--- src/verilog/spi_regmux_pkg.sv ---
package spi_regmux_pkg;

  ////////////////////////////////////////
  // register map

  // high byte of a register frame
  localparam logic [7:0] addr_led     = 8'd7;
  localparam logic [7:0] addr_mux     = 8'd8;
  localparam logic [7:0] addr_dac     = 8'd9;
  localparam logic [7:0] addr_dac_rst = 8'd10;

  // only exact-length frames reach the bank
  localparam int frame_bits = 16;

  ////////////////////////////////////////
  // structs

  // one clk cycle of sampled spi pins
  typedef struct packed {
    logic sclk_rise;
    logic sclk_fall;
    logic frame_start;
    logic frame_end;
    logic mosi;
    logic special;
  } spi_sample_t;

  // addr in the high byte, value in the low byte
  typedef struct packed {
    logic [7:0] addr;
    logic [7:0] val;
  } reg_frame_t;

  typedef struct packed {
    logic [7:0] mux;
    logic [7:0] led;
    logic [2:0] dac;
    logic       dac_rst;
  } ctrl_regs_t;

  // readback word, msb goes out first
  typedef struct packed {
    logic [7:0] mux;
    logic [7:0] led;
  } reply_t;

endpackage
--- src/verilog/spi_regmux_top.sv ---
`timescale 1ns/1ps

module spi_regmux_top #(
  parameter int num_periph = 3,
  parameter int log2_delay = 20
) (
  input  logic                  clk,
  input  logic                  reset,
  input  logic                  sclk,
  input  logic                  cs_n,
  input  logic                  mosi,
  input  logic                  special_n,
  input  logic [num_periph-1:0] miso_vec,
  output logic                  miso,
  output logic [num_periph-1:0] cs_vec_n,
  output logic                  sclk_out,
  output logic                  mosi_out,
  output logic [1:0]            led,
  output logic [1:0]            heartbeat,
  output logic [2:0]            dac_ctrl,
  output logic                  dac_rst
);

  import spi_regmux_pkg::*;

  spi_sample_t sample;
  reg_frame_t  frame;
  logic        frame_valid;
  logic        reg_miso;
  ctrl_regs_t  regs;

  // sclk and mosi go straight to every peripheral
  assign sclk_out = sclk;
  assign mosi_out = mosi;

  // board leds on the low bits of the led register
  assign led      = regs.led[1:0];
  assign dac_ctrl = regs.dac;
  assign dac_rst  = regs.dac_rst;

  ////////////////////////////////////////
  // register frame path

  spi_sampler sampler0 (
    .clk       (clk),
    .reset     (reset),
    .sclk      (sclk),
    .cs_n      (cs_n),
    .mosi      (mosi),
    .special_n (special_n),
    .sample    (sample)
  );

  spi_frame_shifter shifter0 (
    .clk         (clk),
    .reset       (reset),
    .sample      (sample),
    .regs        (regs),
    .frame       (frame),
    .frame_valid (frame_valid),
    .reg_miso    (reg_miso)
  );

  reg_bank bank0 (
    .clk         (clk),
    .reset       (reset),
    .frame       (frame),
    .frame_valid (frame_valid),
    .regs        (regs)
  );

  ////////////////////////////////////////
  // pin routing and heartbeat

  spi_router #(
    .num_periph (num_periph)
  ) router0 (
    .clk       (clk),
    .cs_n      (cs_n),
    .special_n (special_n),
    .regs      (regs),
    .reg_miso  (reg_miso),
    .miso_vec  (miso_vec),
    .cs_vec_n  (cs_vec_n),
    .miso      (miso)
  );

  heartbeat_gray #(
    .log2_delay (log2_delay)
  ) heartbeat0 (
    .clk   (clk),
    .reset (reset),
    .leds  (heartbeat)
  );

endmodule

--- src/verilog/heartbeat_gray.sv ---
`timescale 1ns/1ps

module heartbeat_gray #(
  parameter int log2_delay = 20
) (
  input  logic       clk,
  input  logic       reset,
  output logic [1:0] leds
);

  localparam int cnt_w = log2_delay + 2;

  logic [cnt_w-1:0] counter;
  logic [1:0]       top_bits;

  assign top_bits = counter[cnt_w-1 -: 2];

  always_ff @(posedge clk)
  begin
    if (reset)
    begin
      counter <= '0;
      leds    <= '0;
    end
    else
    begin
      counter <= counter + 1'b1;
      // gray code, one led changes per step
      leds    <= top_bits ^ (top_bits >> 1);
    end
  end

endmodule

--- src/verilog/spi_router.sv ---
`timescale 1ns/1ps

module spi_router #(
  parameter int num_periph = 3
) (
  input  logic                       clk,
  input  logic                       cs_n,
  input  logic                       special_n,
  input  spi_regmux_pkg::ctrl_regs_t regs,
  input  logic                       reg_miso,
  input  logic [num_periph-1:0]      miso_vec,
  output logic [num_periph-1:0]      cs_vec_n,
  output logic                       miso
);

  import spi_regmux_pkg::*;

  logic [num_periph-1:0] sel;

  // peripherals picked by the mux register
  assign sel = regs.mux[num_periph-1:0];

  ////////////////////////////////////////
  // chip selects

  // special low: bank frame, keep every peripheral off the bus
  assign cs_vec_n = special_n ? ~(sel & {num_periph{~cs_n}}) : '1;

  ////////////////////////////////////////
  // miso

  // or of the selected peripherals, no tri-state on the board side
  assign miso = special_n ? |(sel & miso_vec) : reg_miso;

  // no spurious peripheral writes during bank frames
  assert property (@(posedge clk)
    !special_n |-> (cs_vec_n == '1))
    else $error("router: cs_vec_n %0h with special_n low", cs_vec_n);

endmodule

--- src/verilog/reg_bank.sv ---
`timescale 1ns/1ps

module reg_bank (
  input  logic                       clk,
  input  logic                       reset,
  input  spi_regmux_pkg::reg_frame_t frame,
  input  logic                       frame_valid,
  output spi_regmux_pkg::ctrl_regs_t regs
);

  import spi_regmux_pkg::*;

  logic [7:0] led_next;
  logic       addr_known;

  ////////////////////////////////////////
  // led set / clear

  // low nibble sets bits, high nibble clears them
  // clear wins over set for the same bit
  assign led_next = (regs.led | frame.val) & ~(frame.val >> 4);

  always_comb
  begin
    case (frame.addr)
      addr_mux,
      addr_led,
      addr_dac,
      addr_dac_rst: addr_known = 1'b1;
      default:      addr_known = 1'b0;
    endcase
  end

  ////////////////////////////////////////
  // address decode

  always_ff @(posedge clk)
  begin
    if (reset)
      regs <= '0;
    else if (frame_valid)
    begin
      case (frame.addr)
        addr_mux:
          regs.mux <= frame.val;
        addr_led:
          regs.led <= led_next;
        // three dac control lines
        addr_dac:
          regs.dac <= frame.val[2:0];
        // own register, toggles without touching dac bits
        addr_dac_rst:
          regs.dac_rst <= frame.val[0];
        default:
          regs <= regs;
      endcase
    end
  end

  // stray address from the mcu must not disturb anything
  assert property (@(posedge clk) disable iff (reset)
    (frame_valid && !addr_known) |=> $stable(regs))
    else $error("reg_bank: unknown addr %0h changed regs", $past(frame.addr));

endmodule

--- src/verilog/spi_frame_shifter.sv ---
`timescale 1ns/1ps

module spi_frame_shifter (
  input  logic                        clk,
  input  logic                        reset,
  input  spi_regmux_pkg::spi_sample_t sample,
  input  spi_regmux_pkg::ctrl_regs_t  regs,
  output spi_regmux_pkg::reg_frame_t  frame,
  output logic                        frame_valid,
  output logic                        reg_miso
);

  import spi_regmux_pkg::*;

  // room above frame_bits so long frames do not alias
  localparam int cnt_w = $clog2(frame_bits) + 1;

  logic [frame_bits-1:0] rx_sh;
  logic [frame_bits-1:0] reply_sh;
  logic [cnt_w-1:0]      bit_cnt;
  logic                  frame_open;
  reply_t                reply;

  assign reply.mux = regs.mux;
  assign reply.led = regs.led;

  ////////////////////////////////////////
  // frame control

  always_ff @(posedge clk)
  begin
    if (reset)
    begin
      frame_open  <= 1'b0;
      bit_cnt     <= '0;
      frame_valid <= 1'b0;
    end
    else
    begin
      // exact bit count or the frame is dropped
      frame_valid <= sample.frame_end & frame_open & (bit_cnt == cnt_w'(frame_bits));
      if (sample.frame_start)
      begin
        frame_open <= 1'b1;
        bit_cnt    <= '0;
      end
      else if (sample.frame_end)
        frame_open <= 1'b0;
      else if (frame_open && sample.special && sample.sclk_rise && !(&bit_cnt))
        // saturate, anything past frame_bits is invalid anyway
        bit_cnt <= bit_cnt + 1'b1;
    end
  end

  ////////////////////////////////////////
  // data shifters

  // receive side, mosi into lsb
  always_ff @(posedge clk)
  begin
    if (frame_open && sample.special && sample.sclk_rise && !sample.frame_end)
      rx_sh <= {rx_sh[frame_bits-2:0], sample.mosi};
  end

  // reply side, first bit out right at frame start
  always_ff @(posedge clk)
  begin
    if (reset)
      reg_miso <= 1'b0;
    else if (sample.frame_start)
      reg_miso <= reply[frame_bits-1];
    else if (frame_open && sample.sclk_fall)
      reg_miso <= reply_sh[frame_bits-2];
  end

  always_ff @(posedge clk)
  begin
    if (sample.frame_start)
      reply_sh <= reply;
    else if (frame_open && sample.sclk_fall)
      // zero fill behind the reply
      reply_sh <= {reply_sh[frame_bits-2:0], 1'b0};
  end

  assign frame = reg_frame_t'(rx_sh);

  // count holds from frame end until the strobe
  assert property (@(posedge clk) disable iff (reset)
    frame_valid |-> (bit_cnt == cnt_w'(frame_bits)))
    else $error("shifter: frame_valid with bit_cnt %0h", bit_cnt);

endmodule

--- src/verilog/spi_sampler.sv ---
`timescale 1ns/1ps

module spi_sampler (
  input  logic                        clk,
  input  logic                        reset,
  input  logic                        sclk,
  input  logic                        cs_n,
  input  logic                        mosi,
  input  logic                        special_n,
  output spi_regmux_pkg::spi_sample_t sample
);

  import spi_regmux_pkg::*;

  // bit positions in the pin vector
  localparam int p_sclk    = 3;
  localparam int p_cs_n    = 2;
  localparam int p_mosi    = 1;
  localparam int p_special = 0;

  // idle bus: sclk low, cs_n high, special_n high
  localparam logic [3:0] pins_idle = 4'b0101;

  logic [3:0] pins_raw;
  logic [3:0] pins_s1;
  logic [3:0] pins_s2;
  logic [3:0] pins_prev;

  assign pins_raw = {sclk, cs_n, mosi, special_n};

  ////////////////////////////////////////
  // two-flop sync, then previous value

  always_ff @(posedge clk)
  begin
    if (reset)
    begin
      pins_s1   <= pins_idle;
      pins_s2   <= pins_idle;
      pins_prev <= pins_idle;
    end
    else
    begin
      pins_s1   <= pins_raw;
      pins_s2   <= pins_s1;
      pins_prev <= pins_s2;
    end
  end

  ////////////////////////////////////////
  // edge register

  always_ff @(posedge clk)
  begin
    if (reset)
      sample <= '0;
    else
    begin
      sample.sclk_rise   <= pins_s2[p_sclk] & ~pins_prev[p_sclk];
      sample.sclk_fall   <= ~pins_s2[p_sclk] & pins_prev[p_sclk];
      // register frames open only with special_n low
      sample.frame_start <= ~pins_s2[p_cs_n] & pins_prev[p_cs_n] & ~pins_s2[p_special];
      sample.frame_end   <= pins_s2[p_cs_n] & ~pins_prev[p_cs_n];
      sample.mosi        <= pins_s2[p_mosi];
      sample.special     <= ~pins_s2[p_special];
    end
  end

  // one sclk edge per cycle at most
  assert property (@(posedge clk) disable iff (reset)
    !(sample.sclk_rise && sample.sclk_fall))
    else $error("sampler: sclk_rise and sclk_fall together");

endmodule

--- config.mk ---
export PLATFORM = sky130hd
export DESIGN_NAME = spi_regmux_top
export DESIGN_NICKNAME = d
export VERILOG_FILES = /design/src/verilog/spi_regmux_pkg.sv /design/src/verilog/spi_regmux_top.sv /design/src/verilog/heartbeat_gray.sv /design/src/verilog/spi_router.sv /design/src/verilog/reg_bank.sv /design/src/verilog/spi_frame_shifter.sv /design/src/verilog/spi_sampler.sv
export SDC_FILE = /design/constraint.sdc
export NUM_CORES = 1
export LEC_CHECK = 0
export BUFFER_PORTS_ARGS = -buffer_cell sky130_fd_sc_hd__buf_2
export CAP_MARGIN = 20
export CORE_MARGIN = 5
export CORE_UTILIZATION = 29
export CTS_CLUSTER_DIAMETER = 100
export DETAILED_ROUTE_END_ITERATION = 7
export SLEW_MARGIN = 20
export SYNTH_ARGS = -nofsm -noshare
export SYNTH_HDL_FRONTEND = slang
export SYNTH_HIERARCHICAL = 1
export SYNTH_SLANG_ARGS = --single-unit
--- constraint.sdc ---
create_clock -name clk -period 2.45 [get_ports clk]
set_input_delay 0.245 -clock clk [delete_from_list [all_inputs] [get_ports clk]]
set_output_delay 0.245 -clock clk [all_outputs]
set_load 0.02 [all_outputs]
==> results of run 1 <==
## metrics by stage
step	util (%)	hold WS [ns]	area [sq um]	total power [mW]
6_report	34.1	0.123	4530	3.21
5_1_grt	34.1	0.130	4530	3.34
4_1_cts	34.1	0.121	4530	3.26
3_5_place_dp	31.8	0.398	4230	1.81
3_3_place_gp	31.8	0.390	4230	1.81
2_1_floorplan	-	0.317	3960	1.79
## cells in the mapped netlist (4+ instances only)
| library cell | instances | share of area, % |
|---|---|---|
| xnor2_1 | 9 | 2.0 |
| dfxtp_1 | 68 | 34 |
| or2_1 | 5 | 0.79 |
| edfxtp_1 | 31 | 24 |
| inv_1 | 7 | 0.66 |
| nand4_1 | 7 | 1.1 |
| clkbuf_1 | 9 | 0.85 |
| mux2i_1 | 14 | 3.5 |
| mux2_2 | 16 | 4.6 |
| a21oi_1 | 7 | 0.89 |
| and2b_2 | 6 | 1.3 |
| a211oi_1 | 5 | 0.95 |
| nor2_1 | 31 | 2.9 |
| nand2_1 | 10 | 0.95 |
| xor2_1 | 5 | 1.1 |
| nor4_1 | 4 | 0.63 |
| nor3b_1 | 5 | 0.95 |
| nand2b_1 | 22 | 3.5 |
| nor2b_1 | 4 | 0.63 |
| nand3_1 | 8 | 1.0 |
| a41oi_1 | 8 | 1.8 |
| o31ai_1 | 4 | 0.76 |
| ha_1 | 4 | 1.3 |
| or3_1 | 5 | 0.79 |
## logic make-up after synthesis
logic type               Yosys count
flip-flops                        99
buffers and inverters             23
AO/OA/AOI/OAI                     35
AND/OR/NAND/NOR                  128
XOR/XNOR                          14
multiplexers                      30
adder cells (fa/ha/maj)            4
## final cells by class
class / instances / area [sq um] / area share (%)
Tap cell: 176 / 220 / 4.86
Inverter: 7 / 26.3 / 0.580
Timing Repair Buffer: 25 / 133 / 2.93
Sequential cell: 99 / 2290 / 50.6
Clock inverter: 5 / 61.3 / 1.35
Clock buffer: 11 / 243 / 5.36
Multi-Input combinational cell: 211 / 1560 / 34.3
## state kept, by name, summed over array words and instances (netlist names)
signal	flops
sampler0/pins_prev	3
shifter0/frame	16
sampler0/pins_s1	4
shifter0/bit_cnt	5
shifter0/reg_miso	1
bank0/regs	20
heartbeat0/leds	2
shifter0/reply_sh	15
sampler0/pins_s2	4
shifter0/frame_valid	1
sampler0/sample	5
heartbeat0/counter	22
shifter0/frame_open	1
## worst register-to-register path, cell delays in order (launching register included)
cell and delay, ns:
dfxtp_1 0.39, ha_1 0.27, inv_1 0.12, or4_4 0.58, or4_1 0.41, a21oi_1 0.15
## path summary, 6_finish.rpt
| check | cells past startpoint | to | startpoint | slack [ns] |
|---|---|---|---|---|
| setup reg to reg | 5 | heartbeat0/counter[20] | heartbeat0/counter[0] | 0.45 |
| hold / removal | 2 | sampler0/pins_s1[2] | cs_n | 0.12 |
| hold reg to reg | 1 | sampler0/pins_s2[2] | sampler0/pins_s1[2] | 0.41 |
| setup / recovery | 5 | heartbeat0/counter[20] | heartbeat0/counter[0] | 0.45 |
## metal layers
metal  global-route usage [%]  up-vias  wire length (microns)
li1                         -     1232                      -
met1                     11.5     1215                   3450
met2                     15.3       24                   3340
met3                     3.24       10                    246
met4                     3.97        0                    120
met5                        0        -                      0
## placed cells by master (no fill, tap or decap), drive strengths merged, types with 5 or more instances in the layout
cell type,Yosys,routed
a211oi,5,5
a21oi,7,7
a41oi,8,8
and2b,6,6
buf,7,25
clkbuf,9,11
dfxtp,68,68
edfxtp,31,31
inv,7,9
mux2,16,16
mux2i,14,14
nand2,10,10
nand2b,22,22
nand3,8,8
nand4,8,8
nor2,31,31
nor3b,5,5
nor4,6,6
or2,5,5
or3,5,5
xnor2,9,9
xor2,5,5
## power by group
group | switching [mW] | internal, mW
Sequential | 0.0107 | 1.69
Combinational | 0.0389 | 0.0292
Clock | 0.611 | 0.827
==> results_dict.tcl, run 1 <==
set metrics [dict create \
    clock_skew_ns 0.00731 \
    yosys_warnings 6 \
    leakage_nw 1.61 \
    ys_seq_elements 99 \
    cts_buffers 9 \
    dpl.hpwl_mm 4.77 \
    synth.distinct_cells 49 \
    cts_setup_buffers 0 \
    insertion_delay_ns 0.34 \
    grt_max_degree 51 \
    grt-ovfl-total 0 \
    crit_required_ns 2.71 \
    fin_setup_tns_ns 0 \
    cp_max_fo 5 \
    final_cells 534 \
    dp_cells 518 \
    die_h_microns 127 \
    cp_data_arrival_time_ns 2.26 \
    tritoncts "built" \
    drive_above_1_share_pct 20.7 \
    syn_to_final_growth_pct 14.6 \
    synth-compound-area-share_pct 6.42 \
    crit_chain "ha_1 > inv_1 > or4_4 > or4_1 > a21oi_1" \
    num_vias 2481 \
    cts_buffer_depth 2 \
    dp_slack_ns 0.448 \
    yosys.area_share.simple_pct 20.4 \
    wl_per_cell_microns 13.4 \
    worst_pin_slew_ns 0.825 \
    path_clk_slew_ns 0.07 \
    start_util_pct 29.7 \
    final_nets 366 \
    hp-class "in -> reg" \
    crit_slowest_cell "or4_4" \
    hold_viol_final 0 \
    ctsHoldBuffers 0 \
    cp.buffers_inverters 1 \
    synthArstFlopShare_pct 0 \
    synthFlopType "dfxtp_1" \
    numClockSinks 99 \
    synth_top_family_by_area "simple AND/OR/NAND/NOR gates" \
    slew_viol_final 0 \
    nFillCells 1352 \
    core_area_sq_um 13300 \
    routed_wl_mm 7.15 \
    vias_per_cell 4.65 \
    setup_slack_ns 0.454 \
    grt_pass1_wl_mm 12.2 \
    drc 0 \
    grt_pass1_vias 2521 \
    slew_headroom_pct 45.0 \
    drt_iter0_drc 111 \
    ios 23 \
    period_minus_slack_ns 2.00 \
    critical_path.top_delay_family "simple AND/OR/NAND/NOR gates" \
    grtUsageTotal_pct 9.47 \
    antenna_found_initial 0 \
    grt_setup_unrepaired "no" \
    slowest_delay_ns 0.58 \
    fmax_ghz 0.501 \
    critPathLaunchType "flop" \
    synth-seq-area-share_pct 58.0 \
    synth_edf_count 31 \
    synth_fa_ha_area_share_pct 1.27 \
    synthXorXnorAreaFrac_pct 3.10 \
    rows 42 \
    power_density_nw_per_um2 709 \
    setup_viol 0 \
    ctsResizeCount 0 \
    die_area_sq_um 16100 \
    maxCapViolations 0 \
    status "finished clean" \
    syn-mean-instance-area_sq_um 11.9 \
    htree_levels 3 \
    drt_first_pass_iters 4 \
    die_w_microns 127 \
    cts-root-buf "clkbuf_16" \
    gp_congestion 0.753 \
    peakVddDrop_v 0.000327 \
    critPathCaptureType "flop" \
    portBuffers 22 \
    fin_crit_sh_pct 81.5 \
    path_class "reg -> reg" \
    synth.cell_area_sq_um 3960 \
    synthCells 333 \
    synth.area.mux_share_pct 8.10 \
    antenna_cells 0 \
    ant_nets 0 \
    synth_nets 346 \
]
Power figures use the tool's default switching activity.
==> inputs of run 2 (changes only) <==
==> constraint.sdc (replaced) <==
create_clock -name clk -period 1.7 [get_ports clk]
set_input_delay 0.17 -clock clk [delete_from_list [all_inputs] [get_ports clk]]
set_output_delay 0.17 -clock clk [all_outputs]
set_load 0.02 [all_outputs]
==> results_dict.tcl, run 2 (synthesis results as in run 1) <==
set metrics [dict create \
    status "finished with violations" \
    violations "negative setup slack" \
    crit_required_ns 1.97 \
    crit_chain "nand4_1 > or4_4 > or4_4 > a21oi_2" \
    pwr-share-clk_pct 43.6 \
    r2r_cells 4 \
    dp_cells 539 \
    whs_ns 0.0548 \
    die_h_microns 127 \
    ant_nets 0 \
    p_seq_share_pct 53.9 \
    peakVddDrop_v 0.000467 \
    layout_common_cells "dfxtp_1 (57), nor2_1 (31), edfxtp_1 (31), buf_4 (24)" \
    p_sw_share_pct 21.0 \
    grt_max_degree 36 \
    crit_slowest_cell "or4_4" \
    hold_start "cs_n" \
    dpl.hpwl_mm 4.80 \
    slowest_delay_ns 0.60 \
    cts-root-buf "clkbuf_16" \
    grt_setup_unrepaired "yes" \
    r2r_setup_slack_ns -0.004 \
    cts_buffer_depth 2 \
    drt_iter0_drc 98 \
    die_area_sq_um 16100 \
    start_util_pct 29.7 \
    antenna_cells 0 \
    numClockSinks 99 \
    pwr-share-comb_pct 2.5 \
    tritoncts "built" \
    top_register "heartbeat0/counter" \
    power.switching_uw 959 \
    leakage_nw 1.73 \
    ff_latch_area_sq_um 2310 \
    final_common_cell "dfxtp_1" \
    crit_start "heartbeat0/counter[13]" \
    power_density_nw_per_um2 956 \
    setup_slack_ns -0.00396 \
    vias_per_cell 4.53 \
    grt_pass1_wl_mm 12.2 \
    ctsHoldBuffers 0 \
    slew_viol_final 0 \
    hp-class "in -> reg" \
    antenna_found_initial 0 \
    cellInternalPower_mw 3.60 \
    setup_viol 1 \
    total_power_mw 4.56 \
    min_path_cells 2 \
    slew_headroom_pct 63.2 \
    num_vias 2524 \
    critPathLaunchType "flop" \
    nFillCells 1299 \
    period_minus_slack_ns 1.70 \
    drt_first_pass_iters 4 \
    cp.buffers_inverters 0 \
    critical_path.top_delay_family "simple AND/OR/NAND/NOR gates" \
    multi_input_area_sq_um 1580 \
    fmax_ghz 0.587 \
    gp_congestion 0.782 \
    cp_max_fo 5 \
    fin_crit_sh_pct 100 \
    final_util_pct 35.9 \
    drc 0 \
    htree_levels 3 \
    cpMostUsedCell "or4_4" \
    grt-ovfl-total 0 \
    portBuffers 22 \
    routed_wl_mm 7.07 \
    hold_viol_final 0 \
    rows 42 \
    path_clk_slew_ns 0.07 \
    cp_num_cells 4 \
    largest_reg_flops 22 \
    drive_above_1_share_pct 29.4 \
    clock_skew_ns 0.0133 \
    worst_pin_slew_ns 0.552 \
    cp_data_arrival_time_ns 1.97 \
    path_class "reg -> reg" \
    r2r-start "heartbeat0/counter[13]" \
    core_area_sq_um 13300 \
    final_cells 557 \
    wl_per_cell_microns 12.7 \
    syn_to_final_growth_pct 20.5 \
    grt_pass1_vias 2614 \
    ios 23 \
    final_nets 389 \
    critPathCaptureType "flop" \
    grtUsageTotal_pct 9.36 \
    maxCapViolations 0 \
    cts_buffers 9 \
    insertion_delay_ns 0.34 \
    die_w_microns 127 \
]
## run 2: cell types whose count changed in the layout (fill, tap and decap cells not counted), moves of 2 or more
| cell | before | now |
|---|---|---|
| buf_4 | 3 | 24 |
| dfxtp_1 | 68 | 57 |
| dfxtp_2 | 0 | 9 |
| buf_12 | 0 | 2 |
| dfxtp_4 | 0 | 2 |
## run 2: stage by stage
stage                     cell area, sq um  worst slack (ns)  setup TNS (ns)
after floorplan                       3980           0.00304               0
after global placement                4430            0.0761               0
after detailed placement              4430          -0.00269        -0.00269
after CTS                             4730          -0.00768        -0.00768
after global routing                  4770           -0.0864         -0.0864
final                                 4770          -0.00396        -0.00396
## run 2: final timing paths
check / endpoint
worst max-delay path: heartbeat0/counter[20]
worst min-delay path: sampler0/pins_s1[2]
worst max register to register: heartbeat0/counter[20]
worst min register to register: sampler0/pins_s2[2]
## run 2: power groups by stage
stage / sequential (mW) / clock, mW / combinational, mW
after floorplan: 2.51 / 0 / 0.0755
after global placement: 2.51 / 0 / 0.115
after detailed placement: 2.51 / 0 / 0.117
after CTS: 2.46 / 2.05 / 0.118
after global routing: 2.46 / 2.17 / 0.129
final: 2.45 / 1.99 / 0.115
## run 2: layout make-up
type                       instances  area share, %
sequential                        99           48.5
timing repair buffer              48           6.93
inverter                           7          0.551
clock inverter                     5          0.945
tap                              176           4.62
multi-input combinational        211           33.1
clock buffer                      11           5.33
## run 2: per-layer routing
metal	part of all wire [%]	global-route usage, %	vias to the layer above	wire length, microns
met1	48	11.3	1205	3360
met4	0.51	2.33	0	36
li1	-	-	1287	-
met5	0	0	-	0
met2	48	15.5	30	3390
met3	3.9	3.91	2	275
## run 2: what timing repair did
item | CTS | global route
endpoints found under the hold margin | 0 | 0
buffers inserted | 0 | 2
pin swaps | 1 | 1
endpoints found under the setup margin | 1 | 7
resized for setup | 3 | 7
==> inputs of run 3 (changes only) <==
--- a/config.mk
+++ b/config.mk
@@ -5,6 +5,7 @@
 export SDC_FILE = /design/constraint.sdc
 export NUM_CORES = 1
 export LEC_CHECK = 0
+export ABC_AREA = 1
 export BUFFER_PORTS_ARGS = -buffer_cell sky130_fd_sc_hd__buf_2
 export CAP_MARGIN = 20
 export CORE_MARGIN = 5
==> results_dict.tcl, run 3 <==
set metrics [dict create \
    cts_setup_buffers 0 \
    synthFlopType "dfxtp_1" \
    grt_max_degree 20 \
    routed_wl_mm 7.37 \
    power_density_nw_per_um2 962 \
    crit_slowest_cell "edfxtp_1" \
    htree_levels 3 \
    ctsResizeCount 0 \
    die_h_microns 129 \
    wl_per_cell_microns 10.5 \
    top_register "heartbeat0/counter" \
    final_common_cell "nand2_1" \
    grt-ovfl-total 0 \
    syn-mean-instance-area_sq_um 8.42 \
    tritoncts "built" \
    fmax_ghz 0.687 \
    path_clk_slew_ns 0.07 \
    vias_per_cell 4.30 \
    maxCapViolations 0 \
    crit_required_ns 1.94 \
    total_power_mw 4.51 \
    grtUsageTotal_pct 9.84 \
    ys_seq_elements 99 \
    setup_viol 0 \
    final_nets 527 \
    synth-seq-area-share_pct 55.8 \
    insertion_delay_ns 0.34 \
    hp-class "in -> reg" \
    fin_crit_sh_pct 85.6 \
    die_w_microns 129 \
    cp.buffers_inverters 0 \
    drc 0 \
    synth_nets 501 \
    num_vias 3006 \
    antenna_found_initial 0 \
    cts_buffer_depth 2 \
    slowest_delay_ns 0.40 \
    start_util_pct 29.6 \
    slew_headroom_pct 72.1 \
    multi_input_area_sq_um 1550 \
    yosys_warnings 6 \
    worst_pin_slew_ns 0.419 \
    critPathLaunchType "flop" \
    clock_skew_ns 0.00905 \
    design_area_sq_um 4690 \
    period_minus_slack_ns 1.46 \
    cp_max_fo 11 \
    drive_above_1_share_pct 13.7 \
    ff_latch_area_sq_um 2290 \
    path_class "reg -> reg" \
    nFillCells 1464 \
    grt.busiest_layer "met2" \
    ctsHoldBuffers 0 \
    dp_slack_ns 0.236 \
    yosys.area.top_type "dfxtp_1" \
    ant_nets 0 \
    cts_buffers 9 \
    grt_pass1_wl_mm 13.2 \
    largest_reg_flops 22 \
    gp_congestion 0.773 \
    cp_data_arrival_time_ns 1.70 \
    final_util_pct 33.8 \
    synth.distinct_cells 30 \
    synthCells 488 \
    synthArstFlopShare_pct 0 \
    ios 23 \
    grt_use_met3_pct 1.77 \
    critPathCaptureType "flop" \
    place_area_sq_um 4400 \
    synth_top_area_share_pct 33.1 \
    grt_setup_unrepaired "no" \
    grtUsageMet2_pct 16.5 \
    numClockSinks 99 \
    die_area_sq_um 16600 \
    whs_ns 0.0192 \
    antenna_cells 0 \
    drt_iter0_drc 168 \
    status "finished clean" \
    setup_slack_ns 0.244 \
    portBuffers 22 \
    layout_common_cells "nand2_1 (133), nor2_1 (87), dfxtp_1 (68), inv_1 (48), edfxtp_1 (31)" \
    rows 43 \
    critical_path.top_delay_family "simple AND/OR/NAND/NOR gates" \
    synth_most_common_cell "nand2_1" \
    peakVddDrop_v 0.000406 \
    synth_edf_count 31 \
    synthTopCellsByArea "dfxtp_1 (33%), edfxtp_1 (23%), nand2_1 (12%), nor2_1 (7.9%), inv_1 (4.4%)" \
    hold_viol_final 0 \
    cts-root-buf "clkbuf_16" \
    syn_to_final_growth_pct 14.1 \
    cpMostUsedCell "nor2_2" \
    dp_cells 683 \
    fin_setup_tns_ns 0 \
    synth.cell_area_sq_um 4110 \
    synth_common_cells "nand2_1 (133), nor2_1 (87), dfxtp_1 (68)" \
    slew_viol_final 0 \
    core_area_sq_um 13900 \
    crit_chain "nor2_2 > nand2_2 > nor2_2 > nand3_1 > nand2_1 > nor2_1" \
    leakage_nw 1.88 \
    drt_first_pass_iters 4 \
    dpl.hpwl_mm 5.28 \
    grtUsageMet1_pct 11.9 \
    final_cells 699 \
    grt_pass1_vias 2999 \
]
## run 3: cell types whose count changed after synthesis, sizes merged, moves of 7 or more
cell and change:
nand2 +132, a41oi -8, inv +43, nand3 +14
a21oi +16, mux2i -14, mux2 -16, nand2b -22
nor2 +70, xnor2 -7
## run 3: cells by family after synthesis
logic type / share of synthesized area (%)
AO/OA/AOI/OAI: 3.47
XOR/XNOR: 0.853
flip-flops: 55.8
AND/OR/NAND/NOR: 32.3
buffers and inverters: 6.39
adder cells (fa/ha/maj): 1.22
## run 3: routing by layer
| metal | wire length, microns | up-vias |
|---|---|---|
| li1 | - | 1587 |
| met1 | 3590 | 1368 |
| met2 | 3390 | 39 |
| met3 | 221 | 12 |
| met4 | 162 | 0 |
| met5 | 0 | - |
## run 3: layout make-up
cell class | count | area share [%]
timing repair buffer | 26 | 2.99
tap | 180 | 4.81
clock inverter | 6 | 1.12
sequential | 99 | 48.9
inverter | 50 | 4.06
multi-input combinational | 328 | 33.2
clock buffer | 10 | 4.97
## run 3: power breakdown
group | switching (mW) | leakage, nW | total (mW) | internal, mW
logic | 0.0644 | 0.906 | 0.0981 | 0.0337
clock network | 0.922 | 0.145 | 1.96 | 1.04
registers | 0.00993 | 0.828 | 2.45 | 2.44
## run 3: path summary, 6_finish.rpt
| check | start | end | slack, ns | cells after the start |
|---|---|---|---|---|
| hold / removal | cs_n | sampler0/pins_s1[2] | 0.02 | 2 |
| setup / recovery | shifter0/frame[13] | bank0/regs[14] | 0.24 | 6 |
| setup reg to reg | shifter0/frame[13] | bank0/regs[14] | 0.24 | 6 |
| hold reg to reg | sampler0/pins_prev[1] | shifter0/frame[0] | 0.41 | 0 |
## run 3: worst register-to-register path, stage by stage (launching register included)
cell and delay [ns]:
edfxtp_1 0.40, nor2_2 0.18, nand2_2 0.11, nor2_2 0.36, nand3_1 0.14, nand2_1 0.11, nor2_1 0.06
